**src/verilog/configure_pkg.sv**
```systemverilog
package configure;

  // Bus widths
  localparam int ADDR_W = 32;
  localparam int DATA_W = 32;
  localparam int STRB_W = DATA_W / 8;

  // Slave RAM size in words, indexed by address bits 9:2
  localparam int RAM_WORDS = 256;

  // Slave timing
  localparam int WAIT_CYCLES  = 2;
  localparam int RESP_LATENCY = 2;

  // Processor data port, one-cycle valid strobe
  // All-zero strobe means read
  typedef struct packed {
    logic              valid;
    logic [ADDR_W-1:0] addr;
    logic [DATA_W-1:0] wdata;
    logic [STRB_W-1:0] wstrb;
  } cpu_req_t;

  typedef struct packed {
    logic              ready;
    logic [DATA_W-1:0] rdata;
  } cpu_rsp_t;

  // Avalon-MM master to slave
  typedef struct packed {
    logic [ADDR_W-1:0] address;
    logic [STRB_W-1:0] byteenable;
    logic              read;
    logic              write;
    logic [DATA_W-1:0] writedata;
  } avl_cmd_t;

  // Avalon-MM slave to master
  typedef struct packed {
    logic [DATA_W-1:0] readdata;
    logic              readdatavalid;
    logic              writeresponsevalid;
    logic              waitrequest;
  } avl_rsp_t;

  // Payloads carried by the slave response pipes
  typedef struct packed {
    logic [DATA_W-1:0] data;
  } rd_beat_t;

  typedef struct packed {
    logic done;
  } wr_beat_t;

endpackage
```
**src/verilog/avl.sv**
```systemverilog
module avl import configure::*; (
  input  logic     clk,
  input  logic     rst,
  input  cpu_req_t req,
  output cpu_rsp_t rsp,
  output avl_cmd_t cmd,
  input  avl_rsp_t bus
);

  typedef enum logic [1:0] {
    idle,
    load,
    store
  } state_t;

  state_t   state;
  avl_cmd_t cmd_req;
  avl_cmd_t cmd_q;
  logic     is_read;
  logic     issued;
  logic     resp_hit;

  // Decode of the incoming request
  always_comb begin
    is_read            = ~|req.wstrb;
    cmd_req.address    = req.addr;
    cmd_req.byteenable = is_read ? {STRB_W{1'b1}} : req.wstrb;
    cmd_req.read       = req.valid & is_read;
    cmd_req.write      = req.valid & ~is_read;
    cmd_req.writedata  = req.wdata;
  end

  assign resp_hit = (state == load && bus.readdatavalid) ||
                    (state == store && bus.writeresponsevalid);

  always_comb begin
    cmd = '0;
    rsp = '0;
    case (state)
      idle: begin
        // Command goes out in the valid cycle itself
        cmd = cmd_req;
      end
      load, store: begin
        if (!issued) begin
          cmd = cmd_q;
        end
        if (resp_hit) begin
          rsp.ready = 1'b1;
          // Writes return no data
          if (state == load) begin
            rsp.rdata = bus.readdata;
          end
        end
      end
      default: begin
        cmd = '0;
      end
    endcase
  end

  always_ff @(posedge clk) begin
    if (!rst) begin
      state  <= idle;
      issued <= 1'b0;
    end else begin
      case (state)
        idle: begin
          if (req.valid) begin
            state  <= is_read ? load : store;
            issued <= ~bus.waitrequest;
          end
        end
        load, store: begin
          if (resp_hit) begin
            state  <= idle;
            issued <= 1'b0;
          end else if (!issued && !bus.waitrequest) begin
            issued <= 1'b1;
          end
        end
        default: begin
          state <= idle;
        end
      endcase
    end
  end

  // Held copy of the command while the slave stalls
  always_ff @(posedge clk) begin
    if (state == idle && req.valid) begin
      cmd_q <= cmd_req;
    end
  end

  // Processor must wait for ready before the next strobe
  assert property (@(posedge clk) disable iff (!rst)
    req.valid |-> state == idle)
    else $error("request strobe while bridge busy");

  // Every response answers the command in flight
  assert property (@(posedge clk) disable iff (!rst)
    (bus.readdatavalid || bus.writeresponsevalid) |-> resp_hit)
    else $error("response without a matching command");

endmodule

```
**config.mk**
```make
export PLATFORM = sky130hd
export DESIGN_NAME = avl
export DESIGN_NICKNAME = d
export VERILOG_FILES = /design/src/verilog/configure_pkg.sv /design/src/verilog/avl.sv
export SDC_FILE = /design/constraint.sdc
export NUM_CORES = 1
export LEC_CHECK = 0
export BUFFER_PORTS_ARGS = -buffer_cell sky130_fd_sc_hd__buf_2
export CAP_MARGIN = 0
export CORE_UTILIZATION = 47
export DETAILED_ROUTE_END_ITERATION = 10
export PLACE_DENSITY_LB_ADDON = 0.12
export SLEW_MARGIN = 20
export SYNTH_ARGS = -nofsm -noshare
export SYNTH_HDL_FRONTEND = slang
export SYNTH_SLANG_ARGS = --single-unit
```
**constraint.sdc**
```tcl
create_clock -name clk -period 7.3 [get_ports clk]
set_input_delay 0.365 -clock clk [delete_from_list [all_inputs] [get_ports clk]]
set_output_delay 0.365 -clock clk [all_outputs]
set_load 0.01 [all_outputs]
```
==> impl_metrics.yaml, run 1 <==
outcome:
  status: "completed"
floorplanning:
  die_height_um: 88.8
  io_pins: 209
  start_util_pct: 48.8
  die_area_um2: 7880
  die_w_um: 88.8
  core-area_um2: 7250
  rows: 31
sta:
  max_slew_margin_pct: 46.3
  setup_ws_ps: 4160
  fin_skew_ps: 9.17
  worst_pin_slew_ps: 805
  tns_ps: 0
  finalCritPeriodShare_pct: 43.0
  fin_crit_ps: 3140
  hold_viol_final: 0
  setup_viol: 0
  rsz0062_at_grt: "no"
  maxClockFrequency_ghz: 0.318
  finalMaxSlewViolations: 0
setup_path:
  ff2ff_setup_slack_ps: 4540
  arrival_ps: 2780
  cp-end-kind: "output pin"
  startpoint_type: "register"
  r2r_end: "cmd_q[48]"
  cp-startpoint: "state[0]"
  cp_max_fo: 38
  r2r_start: "state[0]"
  cp_data_required_time_ps: 6930
  rr_worst_depth: 6
  crit_type: "register to output pin"
synthesis:
  yosys-top-cells-area: "edfxtp_1, a22oi_1, nor2_1, and2_1, dfxtp_1"
  ys_ff_latch: 73
  syn-num-nets: 422
  netlist_instances: 312
  seq_area_frac_synth_pct: 61.1
  syn_area_um2: 3540
  ys_types: 26
  synth_top_area_share_pct: 59.4
  synth.avg_cell_area_um2: 11.3
  yosys.area.top_type: "edfxtp_1"
  ys_warn_count: 0
  async_flop_share_pct: 0
  dominantRegCellSynth: "edfxtp_1"
  yosys-top-cells-count: "edfxtp_1, nor2_1, a22oi_1"
  yosysMostFrequentCell: "edfxtp_1"
  synth_edf_count: 70
clock_tree:
  cts.sinks: 73
  cts-root-buf: "clkbuf_8"
  cts_tree: "done"
  cts-htree-levels: 3
  cts_buffer_depth: 2
  hold_buffers: 0
  path_clk_slew_ps: 80
  cts_buffers: 9
  insertion_delay_ps: 330
  post_cts_buffers: 0
  post_cts_resized: 0
routing:
  first_pass_iters: 4
  dr_total_vias: 3171
  drc: 0
  ant_nets: 0
  wl_um: 9180
  vias_per_cell: 5.19
  drtIter0Drc: 164
  wire_per_inst_um: 15.0
global_routing:
  grt_pass1_wl_um: 12900
  grt_pass1_vias: 2579
  grt_use_total_pct: 21.8
  gr-total-overflow: 0
  grt_max_degree: 73
  antenna_found_initial: 0
final_layout:
  fin_area_um2: 4840
  drive_above_1_share_pct: 46.1
  area_delta_synth_final_pct: 36.7
  antenna_cells: 0
  fillers: 582
  layout.nets: 617
pwr:
  power.density_nw_per_um2: 230
  p_leak_uw: 0.00225
  peakVddDrop_uv: 144
min_path:
  hold_depth: 1
  holdPathEnd: "cmd_q[8]"
  hp-class: "input pin to register"
  hp-start: "req[12]"
placed_design:
  gp_congestion: 0.829
  dp_hpwl_um: 6460
  place_area_um2: 4630
  portBuffers: 208
  pre_cts_ws_ps: 4500
flow_run:
  cap_violations: 0
## how the worst max path moves through the flow
stage,endpoint,cells past startpoint,slack [ps]
after floorplan,cmd_q[0],5,4710
after CTS,cmd[5],7,4120
final,cmd[5],7,4160
after global placement,cmd[68],7,4570
after global routing,cmd[10],7,3970
after detailed placement,cmd[5],7,4500
## logic make-up (layout without fill, tap and decap cells)
group	count (synthesis)	in the layout	synth area share [%]
compound gates	82	82	17.1
buf+inv	32	232	3.82
mux	2	2	0.601
fa+ha+maj	4	4	1.41
flops	73	73	61.1
simple gates	119	119	16.0
## power breakdown
| part | switching, uW | internal [uW] |
|---|---|---|
| Clock | 147 | 191 |
| Combinational | 155 | 109 |
| Sequential | 11.2 | 501 |
| Total | 314 | 801 |
## per-layer routing
layer / up-vias / wire length (um) / global-route usage (%)
li1: 1532 / - / -
met1: 1458 / 4020 / 31.9
met2: 167 / 4290 / 32.9
met3: 14 / 729 / 4.66
met4: 0 / 148 / 6.30
met5: - / 0 / 0
## critical path, cell delays in order, from the launching register on
cell and delay (ps):
dfxtp_1 390, inv_1 90, ha_2 410, nor2b_4 630
buf_4 480, a22oi_1 120, nor2_1 160, buf_2 150
## stage by stage
step	power (uW)	instances	hold WS (ps)	util, %
2_1_floorplan	673	312	463	-
3_3_place_gp	783	595	478	63.8
3_5_place_dp	786	595	496	63.8
4_1_cts	1120	611	202	66.7
5_1_grt	1170	611	202	66.7
6_report	1120	611	218	66.7
## cell usage in the layout (no fill, tap or decap)
cell type  instances
a211oi_1           1
a211oi_2           1
a21oi_1            6
a22oi_1           65
a2bb2oi_1          1
a32oi_1            1
and2_1            34
buf_2            208
buf_4              4
bufinv_16          2
clkbuf_1           1
clkbuf_8           9
clkinv_1           1
clkinv_2           2
clkinv_4           1
dfxtp_1            3
edfxtp_1          70
ha_1               2
ha_2               2
inv_1              3
inv_2              1
mux2_2             1
mux2i_1            1
nand2_1            8
nand2b_1           4
nor2_1            67
nor2_2             1
nor2b_1            2
nor2b_4            1
nor4_2             1
o21ai_0            4
o221a_2            1
o2bb2ai_1          2
or4_4              1
## cell type report
class / instances / area [um^2] / area share [%]
clock buffers: 10 / 128 / 2.64
multi-input cells: 207 / 1260 / 26.0
clock inverters: 6 / 82.6 / 1.71
repair buffers: 212 / 1070 / 22.1
well taps: 99 / 124 / 2.56
flip-flops and latches: 73 / 2160 / 44.7
inverters: 4 / 15.0 / 0.310
## sequential cells by signal, indices dropped and copies added (netlist names)
register	cells
state	2
cmd_q	70
issued	1
Note: power is estimated with default switching activity, not from simulation.
==> run 2, diff against run 1 <==
- CORE_UTILIZATION: 47 -> 44
- clock period: 7.3 -> 3.1 ns (I/O delays scaled with it)
==> run 2 against run 1 <==
Count of clock-buffer cells in the layout did not move; sequential power rose by 130%; cell count grew 8.0%; global-route usage up 0.71 points; via count up 7.0%; clock power increased to 2.8 times the previous value; die area grew 6.7%; critical path type unchanged.
==> impl_metrics.yaml, run 2 (synthesis results as in run 1) <==
sta:
  tns_ps: 0
  hold_viol_final: 0
  fin_crit_ps: 2580
  max_slew_margin_pct: 51.8
  rsz0062_at_grt: "no"
  finalMaxSlewViolations: 0
  finalCritPeriodShare_pct: 83.2
  worst_pin_slew_ps: 723
  setup_viol: 0
  fin_skew_ps: 9.04
  maxClockFrequency_ghz: 0.388
  holdWs_ps: 14.0
floorplanning:
  rows: 32
  core-area_um2: 7770
  die_height_um: 91.7
  die_area_um2: 8400
  die_w_um: 91.7
  io_pins: 209
  start_util_pct: 45.6
outcome:
  status: "completed"
clock_tree:
  cts.sinks: 73
  cts-htree-levels: 3
  hold_buffers: 41
  post_cts_resized: 0
  cts_tree: "done"
  path_clk_slew_ps: 80
  post_cts_buffers: 0
  cts_buffer_depth: 2
  cts_buffers: 9
  insertion_delay_ps: 340
  cts-root-buf: "clkbuf_8"
setup_path:
  startpoint_type: "register"
  ff2ff_setup_slack_ps: 1160
  crit_type: "register to output pin"
  r2r_start: "state[1]"
  rr_worst_depth: 6
  cp-end-kind: "output pin"
  r2r_end: "issued"
  arrival_ps: 2420
  cp_max_fo: 38
  cp_data_required_time_ps: 2940
global_routing:
  gr-total-overflow: 0
  antenna_found_initial: 0
  grt_pass1_wl_um: 14800
  grt_max_degree: 72
  grt_pass1_vias: 3054
  grt_use_total_pct: 22.5
final_layout:
  register_area_um2: 2160
  layout.cells.most_common: "buf_2"
  top_register: "cmd_q"
  antenna_cells: 0
  largest_registers: "cmd_q (70), state (2), issued (1)"
  multi_input_comb_area_um2: 1250
  fillers: 611
  layout.nets: 664
  stdcell_count: 660
  largest_reg_flops: 70
  drive_above_1_share_pct: 42.7
  final_cell_mix: "buf_2, edfxtp_1, nor2_1"
  fin_area_um2: 5370
  area_delta_synth_final_pct: 51.9
min_path:
  hold_depth: 1
  hp-class: "input pin to register"
  holdPathEnd: "cmd_q[48]"
  hp-start: "req[46]"
placed_design:
  dp_hpwl_um: 6350
  place_area_um2: 4680
  gp_congestion: 0.798
  portBuffers: 208
  dp.cells: 601
flow_run:
  cap_violations: 0
routing:
  drtIter0Drc: 190
  drc: 0
  wire_per_inst_um: 15.0
  first_pass_iters: 4
  wl_um: 9870
  vias_per_cell: 5.14
  dr_total_vias: 3392
  ant_nets: 0
pwr:
  p_leak_uw: 0.00248
  peakVddDrop_uv: 425
  power.density_nw_per_um2: 531
run 2: cell count changes in the layout (fill, tap and decap cells not counted), sizes merged:
| cell | previous run | this run |
|---|---|---|
| buf | 212 | 215 |
| bufinv | 2 | 4 |
| clkinv | 4 | 1 |
| dlygate4sd3 | 0 | 44 |
run 2: how the worst max path moves through the flow:
stage,start,end,cells after the start
after floorplan,state[0],cmd_q[0],5
after global placement,state[1],cmd[40],7
after detailed placement,state[1],cmd[40],7
after CTS,state[1],cmd[40],7
after global routing,state[1],cmd[40],7
final,state[1],cmd[40],7
run 2: area by class of cell:
cell class / instances / share of cell area [%]
well taps: 102 / 2.37
clock inverters: 5 / 2.40
repair buffers: 259 / 29.0
flip-flops and latches: 73 / 40.2
clock buffers: 10 / 2.37
inverters: 4 / 0.279
multi-input cells: 207 / 23.3
run 2: report_power, final:
part | switching (uW) | internal [uW]
clock network | 348 | 614
logic | 385 | 303
registers | 24.2 | 1180
total | 757 | 2100
run 2: per-stage QoR:
| step | utilization, % | power (uW) | setup WS (ps) |
|---|---|---|---|
| 3_3_place_gp | 60.2 | 1850 | 964 |
| 3_5_place_dp | 60.2 | 1860 | 908 |
| 4_1_cts | 68.8 | 2860 | 510 |
| 6_report | 69.2 | 2850 | 521 |
| 2_1_floorplan | - | 1590 | 506 |
| 5_1_grt | 69.2 | 2980 | 343 |
run 2: worst max-delay path, cell delays in order, from the launching register on:
cell and delay [ps]:
dfxtp_1 390, inv_1 80, ha_2 410, nor2b_4 490, buf_12 260, a22oi_1 100
nor2_1 180, buf_2 160
run 2: per-layer routing:
metal / vias to the layer above / share of wire [%] / GRT usage [%]
li1: 1631 / - / -
met1: 1577 / 44 / 31.2
met2: 164 / 48 / 35.2
met3: 20 / 6.3 / 3.90
met4: 0 / 1.9 / 9.13
met5: - / 0 / 0
==> run 3, diff against run 2 <==
- CORE_UTILIZATION: 44 -> 40
- clock period: 3.1 -> 2.24 ns (I/O delays scaled with it)
==> run 3 against run 2 <==
Worst setup slack worse by 380 ps; first-iteration DRC count is 38% higher; total power is 34% higher; die area is 9.8% higher; critical path depth is 1 higher; final area is 5.1% higher; non-clock buffer count is 25 higher; flip-flop and latch count stayed put; largest power group unchanged.
==> impl_metrics.yaml, run 3 (synthesis results as in run 1) <==
sta:
  fin_crit_ps: 2100
  rsz0062_at_grt: "no"
  tns_ps: 0
  hold_viol_final: 0
  holdWs_ps: 37.0
  worst_pin_slew_ps: 699
  maxClockFrequency_ghz: 0.477
  max_slew_margin_pct: 53.0
  finalCritPeriodShare_pct: 93.5
  setup_viol: 0
  finalMaxSlewViolations: 0
  fin_skew_ps: 13.0
clock_tree:
  insertion_delay_ps: 340
  cts.sinks: 73
  cts_buffers: 9
  cts_buffer_depth: 2
  cts-root-buf: "clkbuf_8"
  path_clk_slew_ps: 80
  cts-htree-levels: 3
  cts_tree: "done"
setup_path:
  cp-end-kind: "output pin"
  cp_max_fo: 18
  r2r_start: "state[1]"
  ff2ff_setup_slack_ps: 680
  endpoint: "cmd[36]"
  crit_type: "register to output pin"
  rr_worst_depth: 6
  cp-startpoint: "state[1]"
  cp_data_required_time_ps: 2130
  startpoint_type: "register"
  r2r_end: "issued"
  arrival_ps: 1980
final_layout:
  final_cell_mix: "buf_2, edfxtp_1, nor2_1"
  fin_area_um2: 5650
  layout.cells.most_common: "buf_2"
  final_util_pct: 67.4
  largest_registers: "cmd_q (70), state (2), issued (1)"
  largest_reg_flops: 70
  top_register: "cmd_q"
  layout.nets: 689
  area_delta_synth_final_pct: 59.7
  antenna_cells: 0
  drive_above_1_share_pct: 42.0
routing:
  wire_per_inst_um: 15.4
  drc: 0
  drtIter0Drc: 263
  ant_nets: 0
  vias_per_cell: 5.03
  wl_um: 10600
  first_pass_iters: 5
  dr_total_vias: 3458
global_routing:
  grt_max_degree: 52
  antenna_found_initial: 0
  grt_pass1_wl_um: 15000
  grt_pass1_vias: 3137
  gr-total-overflow: 0
  grt_use_total_pct: 21.6
flow_run:
  cap_violations: 0
pwr:
  design_power_total_uw: 3830
  peakVddDrop_uv: 359
  power.density_nw_per_um2: 678
  p_leak_uw: 0.00258
floorplanning:
  die_area_um2: 9230
  core-area_um2: 8380
  start_util_pct: 42.2
  rows: 33
  die_height_um: 96.1
  die_w_um: 96.1
  io_pins: 209
min_path:
  hp-class: "input pin to register"
placed_design:
  place_area_um2: 4710
  portBuffers: 208
  dp_hpwl_um: 6740
  gp_congestion: 0.765
outcome:
  status: "completed"
[run 3: cell types whose count changed in the layout (fill, tap and decap cells not counted), moves of 2 or more]
cell           previous run  this run
bufinv_16                 4         2
buf_12                    2         4
clkinvlp_4                0         2
clkbuf_16                 0         2
dlygate4sd3_1            44        64
[run 3: report_power, final]
group / switching (uW) / internal, uW
clock network: 486 / 622
logic: 557 / 501
registers: 33.4 / 1630
[run 3: final cells by class]
class	count	area, um^2
fillers	680	2730
repair buffers	284	1860
clock buffers	10	128
inverters	4	18.8
flip-flops and latches	73	2160
well taps	105	131
multi-input cells	207	1270
clock inverters	5	81.3
[run 3: metal layers]
metal  GRT usage (%)  vias up  part of all wire (%)
met1            28.6     1603                    43
li1                -     1684                     -
met2            35.4      155                    50
met5               0        -                     0
met4            8.83        0                   1.9
met3            3.08       16                   5.5
[run 3: how the worst min path moves through the flow]
stage	start	end	cells after the start
after global placement	req[36]	cmd_q[38]	1
after detailed placement	req[65]	cmd_q[67]	1
after CTS	rst	state[0]	2
final	rst	state[0]	2
after floorplan	req[4]	cmd_q[0]	0
after global routing	rst	state[0]	2
[run 3: timing repair]
item,CTS,global route
pin swaps,0,0
cloned,0,2
buffers inserted,0,1
setup endpoints to repair,35,47
resized for setup,1,4
hold buffers,64,0
hold endpoints to repair,64,0
[run 3: through the flow]
stage / instances / setup slack, ps
3_5_place_dp: 606 / 304
4_1_cts: 685 / 9.69
2_1_floorplan: 312 / 2.51
3_3_place_gp: 606 / 365
6_report: 688 / 145
5_1_grt: 688 / 17.3
[run 3: worst max-delay path, stage by stage (launching register included)]
cell     delay [ps]
dfxtp_1         380
inv_1           100
ha_4            320
nor2b_4         170
buf_12          140
buf_12          150
nand2_1          80
a21oi_1         140
buf_2           160
